[src/hdl/lc3b_types.sv]
package lc3b_types;

    // ~~~~~~~~~~~~~~~~~~~~~~~~~~~~~~
    // Cache geometry
    // ~~~~~~~~~~~~~~~~~~~~~~~~~~~~~~
    localparam int NUM_SETS   = 8;                 // Direct-mapped, one line per set
    localparam int LINE_WORDS = 8;                 // 16-bit words per 16-byte line

    // ~~~~~~~~~~~~~~~~~~~~~~~~~~~~~~
    // Basic vector types
    // ~~~~~~~~~~~~~~~~~~~~~~~~~~~~~~
    typedef logic [15:0]                    lc3b_word;       // Address or data word
    typedef logic [16*LINE_WORDS-1:0]       lc3b_mem_data;   // One full cache line
    typedef logic [1:0]                     lc3b_mem_wmask;  // Byte enables, bit 1 is high byte
    typedef logic [8:0]                     lc3b_tag;        // Address bits 15..7
    typedef logic [$clog2(NUM_SETS)-1:0]    lc3b_index;      // Address bits 6..4
    typedef logic [$clog2(LINE_WORDS)-1:0]  lc3b_offset;     // Address bits 3..1

    // ~~~~~~~~~~~~~~~~~~~~~~~~~~~~~~
    // Request bundles
    // ~~~~~~~~~~~~~~~~~~~~~~~~~~~~~~

    // CPU side request, held by the requester until mem_resp
    typedef struct packed {
        logic          read;         // Read strobe level
        logic          write;        // Write strobe level
        lc3b_mem_wmask byte_enable;  // Used on writes only
        lc3b_word      address;      // Byte address
        lc3b_word      wdata;        // Write word
    } lc3b_mem_req;

    // Physical side request, one whole line per transfer
    typedef struct packed {
        logic          read;         // Line fill
        logic          write;        // Line writeback
        lc3b_word      address;      // Line address, low nibble zero
        lc3b_mem_data  wdata;        // Evicted line
    } lc3b_pmem_req;

    // ~~~~~~~~~~~~~~~~~~~~~~~~~~~~~~
    // State machines
    // ~~~~~~~~~~~~~~~~~~~~~~~~~~~~~~

    // L1 controller
    typedef enum logic [1:0] {
        CHECK,      // Tag lookup, hits answer here
        WRITEBACK,  // Dirty victim goes out
        FILL        // New line comes in
    } cache_state_t;

    // Physical port owner
    typedef enum logic [1:0] {
        ARB_IDLE,   // No grant
        ARB_INSTR,  // Instruction cache owns memory
        ARB_DATA    // Data cache owns memory
    } arb_state_t;

endpackage : lc3b_types

[src/hdl/arbiter.sv]
`timescale 1ns/1ps

module arbiter (
    input  logic                     i_clk,
    input  logic                     i_arst_n,
    input  lc3b_types::lc3b_pmem_req i_i_pmem_req,   // From instruction cache
    input  lc3b_types::lc3b_pmem_req i_d_pmem_req,   // From data cache
    input  logic                     i_l2_resp,      // Memory side pulse
    input  lc3b_types::lc3b_mem_data i_l2_rdata,
    output logic                     o_i_pmem_resp,
    output logic                     o_d_pmem_resp,
    output lc3b_types::lc3b_mem_data o_rdata,        // Shared by both caches
    output lc3b_types::lc3b_pmem_req o_l2_req        // Granted request
);
    import lc3b_types::*;

    // ~~~~~~~~~~~~~~~~~~~~~~~~~~~~~~
    // Grant state
    // ~~~~~~~~~~~~~~~~~~~~~~~~~~~~~~
    arb_state_t state;
    arb_state_t state_nxt;

    logic i_pending;
    logic d_pending;

    assign i_pending = i_i_pmem_req.read | i_i_pmem_req.write;
    assign d_pending = i_d_pmem_req.read | i_d_pmem_req.write;

    always_ff @(posedge i_clk or negedge i_arst_n) begin
        if (!i_arst_n) begin
            state <= ARB_IDLE;
        end else begin
            state <= state_nxt;
        end
    end

    // ~~~~~~~~~~~~~~~~~~~~~~~~~~~~~~
    // Routing follows the grant
    // ~~~~~~~~~~~~~~~~~~~~~~~~~~~~~~
    always_comb begin
        state_nxt     = state;
        o_l2_req      = '0;  // Nothing on memory without a grant
        o_i_pmem_resp = 1'b0;
        o_d_pmem_resp = 1'b0;

        unique case (state)
            ARB_IDLE: begin
                if (d_pending) begin
                    state_nxt = ARB_DATA;   // Data side has priority
                end else if (i_pending) begin
                    state_nxt = ARB_INSTR;
                end
            end

            ARB_INSTR: begin
                o_l2_req      = i_i_pmem_req;
                o_i_pmem_resp = i_l2_resp;
                if (i_l2_resp) begin
                    state_nxt = ARB_IDLE;   // One transfer per grant
                end
            end

            ARB_DATA: begin
                o_l2_req      = i_d_pmem_req;
                o_d_pmem_resp = i_l2_resp;
                if (i_l2_resp) begin
                    state_nxt = ARB_IDLE;
                end
            end

            default: begin
                state_nxt = ARB_IDLE;
            end
        endcase
    end

    // Only the owner sees resp, so the other cache ignores this line
    assign o_rdata = i_l2_rdata;

endmodule : arbiter

[src/hdl/l1_cache.sv]
`timescale 1ns/1ps

module l1_cache (
    input  logic                     i_clk,
    input  logic                     i_arst_n,
    input  lc3b_types::lc3b_mem_req  i_req,         // CPU port
    input  logic                     i_pmem_resp,   // Pulse from arbiter
    input  lc3b_types::lc3b_mem_data i_pmem_rdata,  // Fill line
    output logic                     o_mem_resp,    // One-cycle pulse per access
    output lc3b_types::lc3b_word     o_mem_rdata,
    output lc3b_types::lc3b_pmem_req o_pmem_req     // Toward arbiter
);
    import lc3b_types::*;

    // ~~~~~~~~~~~~~~~~~~~~~~~~~~~~~~
    // Internal signals
    // ~~~~~~~~~~~~~~~~~~~~~~~~~~~~~~
    cache_state_t state;
    cache_state_t state_nxt;

    logic         req_active;  // Read or write pending
    logic         hit;
    logic         dirty;
    logic         load_line;
    logic         write_word;
    lc3b_word     evict_addr;
    lc3b_mem_data evict_line;
    lc3b_word     fill_addr;   // Line base of the request

    assign req_active = i_req.read | i_req.write;
    assign fill_addr  = {i_req.address[15:4], 4'b0000};

    // ~~~~~~~~~~~~~~~~~~~~~~~~~~~~~~
    // Arrays and hit logic
    // ~~~~~~~~~~~~~~~~~~~~~~~~~~~~~~
    l1_cache_datapath u_datapath (
        .i_clk        (i_clk),
        .i_arst_n     (i_arst_n),
        .i_req        (i_req),
        .i_pmem_rdata (i_pmem_rdata),
        .i_load_line  (load_line),
        .i_write_word (write_word),
        .o_hit        (hit),
        .o_dirty      (dirty),
        .o_rdata      (o_mem_rdata),
        .o_evict_addr (evict_addr),
        .o_evict_line (evict_line)
    );

    // ~~~~~~~~~~~~~~~~~~~~~~~~~~~~~~
    // Controller FSM
    // ~~~~~~~~~~~~~~~~~~~~~~~~~~~~~~
    always_ff @(posedge i_clk or negedge i_arst_n) begin
        if (!i_arst_n) begin
            state <= CHECK;
        end else begin
            state <= state_nxt;
        end
    end

    // Next state and outputs
    always_comb begin
        state_nxt  = state;
        o_mem_resp = 1'b0;
        write_word = 1'b0;
        load_line  = 1'b0;
        o_pmem_req = '0;  // Idle physical port

        unique case (state)
            CHECK: begin
                if (req_active) begin
                    if (hit) begin
                        o_mem_resp = 1'b1;         // Zero wait hit
                        write_word = i_req.write;  // Store lands at this edge
                    end else if (dirty) begin
                        state_nxt = WRITEBACK;     // Victim first
                    end else begin
                        state_nxt = FILL;
                    end
                end
            end

            WRITEBACK: begin
                o_pmem_req.write   = 1'b1;
                o_pmem_req.address = evict_addr;  // Old tag, same set
                o_pmem_req.wdata   = evict_line;
                if (i_pmem_resp) begin
                    state_nxt = FILL;
                end
            end

            FILL: begin
                o_pmem_req.read    = 1'b1;
                o_pmem_req.address = fill_addr;
                if (i_pmem_resp) begin
                    load_line = 1'b1;      // Line valid, clean
                    state_nxt = CHECK;     // Hit answers next cycle
                end
            end

            default: begin
                state_nxt = CHECK;
            end
        endcase
    end

endmodule : l1_cache

[src/hdl/l1_cache_datapath.sv]
`timescale 1ns/1ps

module l1_cache_datapath (
    input  logic                     i_clk,
    input  logic                     i_arst_n,
    input  lc3b_types::lc3b_mem_req  i_req,         // CPU request, selects the set
    input  lc3b_types::lc3b_mem_data i_pmem_rdata,  // Line from the arbiter
    input  logic                     i_load_line,   // Install fetched line
    input  logic                     i_write_word,  // Merge write data into line
    output logic                     o_hit,
    output logic                     o_dirty,       // Victim needs writeback
    output lc3b_types::lc3b_word     o_rdata,
    output lc3b_types::lc3b_word     o_evict_addr,  // Line address of the victim
    output lc3b_types::lc3b_mem_data o_evict_line
);
    import lc3b_types::*;

    // ~~~~~~~~~~~~~~~~~~~~~~~~~~~~~~
    // Address split
    // ~~~~~~~~~~~~~~~~~~~~~~~~~~~~~~
    lc3b_tag      req_tag;
    lc3b_index    req_index;
    lc3b_offset   req_offset;

    // Storage arrays
    lc3b_tag             tag_arr  [NUM_SETS];
    lc3b_mem_data        data_arr [NUM_SETS];
    logic [NUM_SETS-1:0] valid_arr;
    logic [NUM_SETS-1:0] dirty_arr;

    lc3b_mem_data cur_line;     // Line at the requested set
    lc3b_mem_data merged_line;  // Line with write bytes applied

    assign req_tag    = i_req.address[15:7];
    assign req_index  = i_req.address[6:4];
    assign req_offset = i_req.address[3:1];  // Bit 0 picks the byte, not used here

    // ~~~~~~~~~~~~~~~~~~~~~~~~~~~~~~
    // Lookup
    // ~~~~~~~~~~~~~~~~~~~~~~~~~~~~~~
    assign cur_line     = data_arr[req_index];
    assign o_hit        = valid_arr[req_index] && (tag_arr[req_index] == req_tag);
    assign o_dirty      = valid_arr[req_index] && dirty_arr[req_index];
    assign o_rdata      = cur_line[req_offset*16 +: 16];                // Word select
    assign o_evict_addr = {tag_arr[req_index], req_index, 4'b0000};    // Old line base
    assign o_evict_line = cur_line;

    // Byte merge of the write word into its slot
    always_comb begin
        merged_line = cur_line;
        for (int w = 0; w < LINE_WORDS; w++) begin
            if (lc3b_offset'(w) == req_offset) begin
                if (i_req.byte_enable[0]) begin
                    merged_line[16*w +: 8] = i_req.wdata[7:0];     // Low byte
                end
                if (i_req.byte_enable[1]) begin
                    merged_line[16*w+8 +: 8] = i_req.wdata[15:8];  // High byte
                end
            end
        end
    end

    // ~~~~~~~~~~~~~~~~~~~~~~~~~~~~~~
    // Array updates
    // ~~~~~~~~~~~~~~~~~~~~~~~~~~~~~~

    // Tag and data payload
    always_ff @(posedge i_clk) begin
        if (i_load_line) begin
            data_arr[req_index] <= i_pmem_rdata;  // Fresh line from memory
            tag_arr[req_index]  <= req_tag;
        end else if (i_write_word) begin
            data_arr[req_index] <= merged_line;   // Write hit
        end
    end

    // Valid and dirty bits
    always_ff @(posedge i_clk or negedge i_arst_n) begin
        if (!i_arst_n) begin
            valid_arr <= '0;
            dirty_arr <= '0;
        end else if (i_load_line) begin
            valid_arr[req_index] <= 1'b1;
            dirty_arr[req_index] <= 1'b0;  // Matches memory after fill
        end else if (i_write_word) begin
            dirty_arr[req_index] <= 1'b1;  // Line now differs from memory
        end
    end

endmodule : l1_cache_datapath

[src/hdl/mp3_mem.sv]
`timescale 1ns/1ps

module mp3_mem (
    input  logic                     i_clk,
    input  logic                     i_arst_n,

    // CPU ports
    input  lc3b_types::lc3b_mem_req  i_instr_req,
    input  lc3b_types::lc3b_mem_req  i_data_req,
    output logic                     o_instr_resp,
    output lc3b_types::lc3b_word     o_instr_rdata,
    output logic                     o_data_resp,
    output lc3b_types::lc3b_word     o_data_rdata,

    // Physical memory port
    input  logic                     i_pmem_resp,
    input  lc3b_types::lc3b_mem_data i_pmem_rdata,
    output lc3b_types::lc3b_pmem_req o_pmem_req
);
    import lc3b_types::*;

    // ~~~~~~~~~~~~~~~~~~~~~~~~~~~~~~
    // Cache to arbiter wiring
    // ~~~~~~~~~~~~~~~~~~~~~~~~~~~~~~
    lc3b_pmem_req ic_pmem_req;   // Instruction cache miss traffic
    lc3b_pmem_req dc_pmem_req;   // Data cache miss traffic
    logic         ic_pmem_resp;
    logic         dc_pmem_resp;
    lc3b_mem_data arb_rdata;     // Fill line to both caches

    l1_cache i_cache (
        .i_clk        (i_clk),
        .i_arst_n     (i_arst_n),
        .i_req        (i_instr_req),
        .i_pmem_resp  (ic_pmem_resp),
        .i_pmem_rdata (arb_rdata),
        .o_mem_resp   (o_instr_resp),
        .o_mem_rdata  (o_instr_rdata),
        .o_pmem_req   (ic_pmem_req)
    );

    l1_cache d_cache (
        .i_clk        (i_clk),
        .i_arst_n     (i_arst_n),
        .i_req        (i_data_req),
        .i_pmem_resp  (dc_pmem_resp),
        .i_pmem_rdata (arb_rdata),
        .o_mem_resp   (o_data_resp),
        .o_mem_rdata  (o_data_rdata),
        .o_pmem_req   (dc_pmem_req)
    );

    // Single physical port, data misses first
    arbiter u_arbiter (
        .i_clk         (i_clk),
        .i_arst_n      (i_arst_n),
        .i_i_pmem_req  (ic_pmem_req),
        .i_d_pmem_req  (dc_pmem_req),
        .i_l2_resp     (i_pmem_resp),
        .i_l2_rdata    (i_pmem_rdata),
        .o_i_pmem_resp (ic_pmem_resp),
        .o_d_pmem_resp (dc_pmem_resp),
        .o_rdata       (arb_rdata),
        .o_l2_req      (o_pmem_req)
    );

endmodule : mp3_mem

[config.mk]
export PLATFORM = sky130hd
export DESIGN_NAME = mp3_mem
export DESIGN_NICKNAME = d
export VERILOG_FILES = /design/src/hdl/lc3b_types.sv /design/src/hdl/arbiter.sv /design/src/hdl/l1_cache.sv /design/src/hdl/l1_cache_datapath.sv /design/src/hdl/mp3_mem.sv
export SDC_FILE = /design/constraint.sdc
export NUM_CORES = 2
export LEC_CHECK = 0
export BUFFER_PORTS_ARGS = -buffer_cell sky130_fd_sc_hd__buf_2
export CAP_MARGIN = 0
export CORE_MARGIN = 4
export CORE_UTILIZATION = 45
export DETAILED_ROUTE_END_ITERATION = 7
export SYNTH_ARGS = -nofsm -noshare
export SYNTH_HDL_FRONTEND = slang
export SYNTH_HIERARCHICAL = 1
export SYNTH_SLANG_ARGS = --single-unit
[constraint.sdc]
create_clock -name i_clk -period 18.6 [get_ports i_clk]
set_input_delay 5.58 -clock i_clk [delete_from_list [all_inputs] [get_ports i_clk]]
set_output_delay 5.58 -clock i_clk [all_outputs]
set_load 0.05 [all_outputs]
-- Word-level counts from Yosys, hierarchy flattened
Memory sizes are Yosys's and may differ from the RTL's.
Index checks and enable logic that the tools add are counted.
- word-level logic and storage cells: 199
- latch bits: 0
- register bits after elaboration: 38
- bits in writable memories: 2192
- ROM bits: 0
- memories: 4
- input port bits: 203
- memories (name ; depth ; width ; rd ports ; clocked after memory_dff ; write ports ; RTL line ; RTL):
    d_cache.u_datapath.data_arr ; 8 ; 128 ; 1 ; 0 ; 1 ; l1_cache_datapath.sv:27 ; lc3b_mem_data data_arr [NUM_SETS];
    i_cache.u_datapath.data_arr ; 8 ; 128 ; 1 ; 0 ; 1 ; l1_cache_datapath.sv:27 ;
    d_cache.u_datapath.tag_arr ; 8 ; 9 ; 1 ; 0 ; 1 ; l1_cache_datapath.sv:26 ; lc3b_tag tag_arr [NUM_SETS];
    i_cache.u_datapath.tag_arr ; 8 ; 9 ; 1 ; 0 ; 1 ; l1_cache_datapath.sv:26 ;
- order comparisons: 4
- add/subtract/negate cells: 0
- bitwise gates (word level): 14
- reductions and logical operators: 17
- div/mod/pow operators: 0
- equal/unequal tests: 32
- multiplexer cells: 119
- shifts and indexed selects: 2
- multipliers: 0
- operator list (kind ; number):
    $mux W128 ; 4
    $pmux W146 S2 ; 1
    $mux W8 ; 36
    $mux W16 ; 16
    $shiftx A128 B8 Y16 ; 2
    $pmux W16 S2 ; 2
    $mux W1 ; 38
    $or A8 B8 Y8 ; 4
    $mux W2 ; 13
    $eq A3 B3 Y1 const A ; 8
    $eq A9 B9 Y1 ; 2
    $and A8 B8 Y8 ; 2
    $not A8 Y8 ; 2
    $ne A2 B1 Y1 const B ; 7
    $bmux W1 S3 ; 4
    $eq A2 B3 Y1 const A ; 4
    $pmux W2 S3 ; 2
    $lt A3 B4 Y1 const B ; 2
    $reduce_and A4 Y1 ; 2
    $demux W1 S3 ; 2
    $eq A1 B3 Y1 const A ; 2
    $eq A2 B1 Y1 const B ; 3
    $eq A2 B2 Y1 const B ; 3
    $ge A3 B1 Y1 const B ; 2
    10 further kinds ; 25

-- Logic depth before layout (Yosys ltp)
- depth in word-level cells: 10
- depth in mapped cells: 19
- depth with buffers taken out: 10

-- Hierarchy
The synthesis kept the hierarchy.
- modules (own cells, without submodules) (module ; sequential area each (um2) ; area each (um2) ; cells an instance ; instances):
    l1_cache_datapath at i_cache.u_datapath ; 33311.9 ; 46223.1 ; 2763 ; 1
    l1_cache_datapath at d_cache.u_datapath ; 33311.9 ; 46041.7 ; 2740 ; 1
    arbiter ; 50.0 ; 3417.0 ; 486 ; 1
    l1_cache ; 50.0 ; 1295.0 ; 194 ; 2

-- Worst setup path before layout
No wires, ideal clock.
- path type: input-to-reg
- from: input i_data_req[20] (netlist bit)
- to: memory d_cache/u_datapath/data_arr[4][0] (netlist bit), enable pin
- path buffers: 3
- path slack: -2329 ps
- stages on the path: 12
- data arrival time: 19999 ps
- cell sequence: buf_6 > nand2b_1 > clkbuf_1 > o22ai_1 > a221oi_1 > xor2_1 > or4_1 > nor4_1 > and3_1 > clkbuf_1 > nor2_1 > nor4_1
- word-level cells in the longest chain between the ends: 10
- elaborated cells between the ends (all ways): 12
- those cells by class: 1 x eq/ne; 8 x mux; 1 x bitwise; 1 x reduce/logical; 1 x memory
- RTL lines (item ; RTL line ; RTL):
    start, declared ; mp3_mem.sv:9 ; input lc3b_types::lc3b_mem_req i_data_req,
    $mem_v2 Z8 W9 ; -- ;
    named net d_cache.evict_addr[12] ; l1_cache.sv:26 ; lc3b_word evict_addr;
    $eq A9 B9 Y1 ; l1_cache_datapath.sv:42 ; assign o_hit = valid_arr[req_index] && (tag_arr[req_index] == req_tag);
    $logic_and A1 B1 Y1 ; l1_cache_datapath.sv:42 ;
    named net d_cache.hit ; l1_cache.sv:22 ; logic hit;
    $mux W1 ; l1_cache.sv:72 ; if (hit) begin
    $mux W1 ; l1_cache.sv:71 ; if (req_active) begin
    $mux W1 ; l1_cache.sv:69 ; unique case (state)
    named net d_cache.write_word ; l1_cache.sv:25 ; logic write_word;
    $mux W1 ; l1_cache_datapath.sv:72 ; end else if (i_write_word) begin
    $mux W1 ; l1_cache_datapath.sv:69 ; if (i_load_line) begin
    $mux W1 (implied by the code) ; l1_cache_datapath.sv:73 ; data_arr[req_index] <= merged_line;
    $or A1 B1 Y1 (no source line) ; -- ;
    end, declared ; l1_cache_datapath.sv:27 ;
The timed path passes the listed nets, and every way through them passes these cells. The select of a mux whose other input is x is not followed.

-- Worst setup path after layout
- from: input i_data_req[21] (netlist bit)
- to: output o_data_rdata[0]
- word-level cells in the longest chain between the ends: 2
- RTL lines (item ; RTL line ; RTL):
    $mem_v2 Z8 W128 ; -- ;
    named net d_cache.evict_line[0] ; l1_cache.sv:27 ; lc3b_mem_data evict_line;
    $shiftx A128 B8 Y16 ; l1_cache_datapath.sv:44 ; assign o_rdata = cur_line[req_offset*16 +: 16];
    end, declared ; mp3_mem.sv:13 ; output lc3b_types::lc3b_word o_data_rdata,
The timed path passes the listed nets, and every way through them passes these cells.

==> flow_summary.json <==
{
  "grt_pass1_vias": 57850,
  "place_hpwl_um": 242200,
  "cts_tree": "built",
  "start_util_pct": 45.25,
  "num_vias": 62680,
  "fmax_ghz": 0.06326,
  "synth_ff_type": "edfxtp_1",
  "fin_worst_skew_ps": 38.81,
  "min_path_type": "reg2reg",
  "syn_avg_cell_area_um2": 15.41,
  "cts_num_sinks": 2230,
  "worstReg2RegStart": "d_cache/u_datapath/tag_arr[7][5]",
  "use_met3_pct": 7.265,
  "met1_usage_pct": 41.16,
  "period_share_pct": 84.99,
  "rows": 171,
  "synth_commonest_cells": "2192 x edfxtp_1, 602 x nand2_1, 399 x mux2i_1",
  "violations": "max-capacitance violations",
  "slew_headroom_pct": 0.1956,
  "drive_gt1_share_pct": 20.26,
  "endpoint_kind": "output port",
  "h-tree-depth": 4,
  "p_leak_nw": 37.55,
  "fin_setup_tns_ps": 0,
  "reg2regPathDepth": 11,
  "insertion_delay_ps": 900,
  "synth_edf_count": 2192,
  "synthTopCellsByArea": "edfxtp_1 67%, mux4_2 6.4%, mux2i_1 4.1%",
  "outcome": "complete, but fails checks",
  "rrSetupSlack_ps": 12750,
  "critPathRequiredTime_ps": 13020,
  "worst_slew_pin_slew_ps": 1497,
  "cap_violations": 1,
  "syn2layout_area_growth_pct": 10.85,
  "path_class": "in2out",
  "yosysSeqAreaShare_pct": 67.95,
  "cts_hold_repair.buffers": 0,
  "drt_iter0_drc": 9780,
  "final_hold_viol_count": 0,
  "grtUsageTotal_pct": 31.38,
  "grt_max_degree": 125,
  "synth_most_common_cell": "edfxtp_1",
  "arrival_ps": 10230,
  "worstHoldStart": "i_cache/u_datapath/valid_arr[1]",
  "ir_drop_mv": 0.1031,
  "grt_pass1_wl_um": 487700,
  "core-area_um2": 217200,
  "drt-pass1-iter-count": 6,
  "avgRoutedWirePerCell_um": 37.25,
  "ys_warn_count": 6,
  "drv_slew": 0,
  "routed_wl_um": 359500,
  "grt-ovfl-total": 0,
  "grt_use_met2_pct": 45.00,
  "grt_setup_unrepaired": "no",
  "post-cts-setup-buffers": 0,
  "grt_busiest_layer": "met2",
  "setup.worst_path.start": "i_data_req[21]",
  "async_flop_share_pct": 1.704,
  "synth_top_area_cell": "edfxtp_1",
  "reg2reg_to": "d_cache/u_datapath/data_arr[5][21]",
  "cts-root-buf": "clkbuf_16",
  "crit_fanout": 42,
  "post-route-util_pct": 50.16,
  "cts.clk_slew.worst_paths_ps": 60,
  "fp.dieH_um": 475.3,
  "layout_min_cycle_time_ps": 15810,
  "port_buffers": 376,
  "netlist.area_leader.share_pct": 66.98,
  "ant_nets": 0,
  "synthesis.area_um2": 98270,
  "nNetsFinal": 6771,
  "numCtsBuffers": 215,
  "setup_violations": 0,
  "p_per_area_nw_per_um2": 103.9,
  "die_area_um2": 225900,
  "syn_inst": 6377,
  "pin_count": 383,
  "gp_congestion": 1.071,
  "hold-path-cell-count": 1,
  "min_to": "i_cache/u_datapath/valid_arr[1]",
  "clockBufferDepth": 3,
  "cp-start-kind": "primary input",
  "post_cts_resized": 0,
  "synth-seq-cells": 2230,
  "antenna_found_initial": 68,
  "die_width_um": 475.3,
  "ys_types": 82,
  "post_drt_via_cell_ratio": 6.495,
  "drcViolationCount": 0
}
## worst max path at each step
stage                                                    to  slack (ps)  cells past startpoint
after floorplan           d_cache/u_datapath/data_arr[1][0]        1220                     12
after global placement                     o_instr_rdata[2]        3180                      9
after detailed placement                   o_instr_rdata[2]        3220                      9
after CTS                                  o_instr_rdata[2]        3210                      9
after global routing                       o_instr_rdata[1]        2870                     10
final                                       o_data_rdata[0]        2790                      9
## power by group
part | internal [W] | total (W) | switching (W)
Combinational | 0.000391 | 0.00137 | 0.000979
Sequential | 0.00560 | 0.00562 | 0.0000202
Clock | 0.00242 | 0.00433 | 0.00191
## area by class of cell
type	count	area, µm²
Inverter	105	401.6
Fill cell	18170	108200
Clock buffer	266	5643
Clock inverter	137	1299
Sequential cell	2230	66770
Antenna cell	58	145.1
Tap cell	2854	3571
Timing Repair Buffer	540	3348
Multi-Input combinational cell	3461	27760
## cells by family after synthesis
kind of cell,after synthesis,synth area share (%)
adder cells (fa/ha/maj),15,0.1910
multiplexers,841,12.38
flip-flops,2230,67.95
buffers and inverters,692,4.081
AND/OR/NAND/NOR,1341,6.619
XOR/XNOR,18,0.1604
AO/OA/AOI/OAI,1238,8.613
other,2,0.007642
## critical path, cell delays in order
cell,delay [ps]
buf_8,190
buf_4,410
nor2b_4,440
buf_4,480
a22oi_1,120
o21ai_0,870
a221oi_1,310
a211oi_1,1210
buf_2,450
## flip-flops by register name, indices dropped and copies added, names as in the netlist, named ones only
| name | count |
|---|---|
| i_cache/state | 2 |
| d_cache/u_datapath/data_arr | 1024 |
| d_cache/state | 2 |
| i_cache/u_datapath/tag_arr | 72 |
| u_arbiter/state | 2 |
| d_cache/u_datapath/tag_arr | 72 |
| i_cache/u_datapath/data_arr | 1024 |
| d_cache/u_datapath/valid_arr | 8 |
| i_cache/u_datapath/valid_arr | 8 |
## layout by cell type, fill, tap and decap left out, types with 13 or more instances in the layout
master and instances:
mux2i_1 399, a21oi_1 109, o22a_1 22, and3_1 20
and2_1 271, buf_2 370, bufinv_16 19, clkinv_2 54
nor2_1 138, a221o_1 34, o21ai_0 352, nor3_1 18
a22oi_1 280, diode_2 58, or2_2 19, edfxtp_1 2192
dfrtp_1 38, o221ai_1 36, o211ai_1 13, nand2_1 602
a22o_1 34, mux4_2 281, nand3_1 28, o2bb2ai_1 20
nor2b_1 180, clkinv_1 45, nor3_2 13, a211oi_1 14
a31oi_1 17, a221oi_1 136, buf_12 14, o21ai_1 33
o22ai_1 77, clkbuf_16 216, mux2_2 150, buf_4 148
inv_1 97, clkbuf_1 45
## routing by layer
layer | share of wire, % | wire length [µm]
met5 | 0.033 | 119
met3 | 11 | 38270
met1 | 37 | 131400
met4 | 9.6 | 34540
met2 | 43 | 155200
## metrics by stage
stage | hold slack [ps] | setup WS (ps) | cells | cell area (µm²) | power [W]
6_report | 466.7 | 2792 | 9651 | 108900 | 0.01132
5_1_grt | 477.6 | 2875 | 9611 | 108800 | 0.01162
4_1_cts | 468.8 | 3206 | 9589 | 108800 | 0.01131
3_5_place_dp | 454.5 | 3223 | 9186 | 101800 | 0.007036
3_3_place_gp | 445.3 | 3181 | 9186 | 101800 | 0.007019
2_1_floorplan | 433.7 | 1222 | 6383 | 98310 | 0.006555
Note: power is estimated with default switching activity, not from simulation.
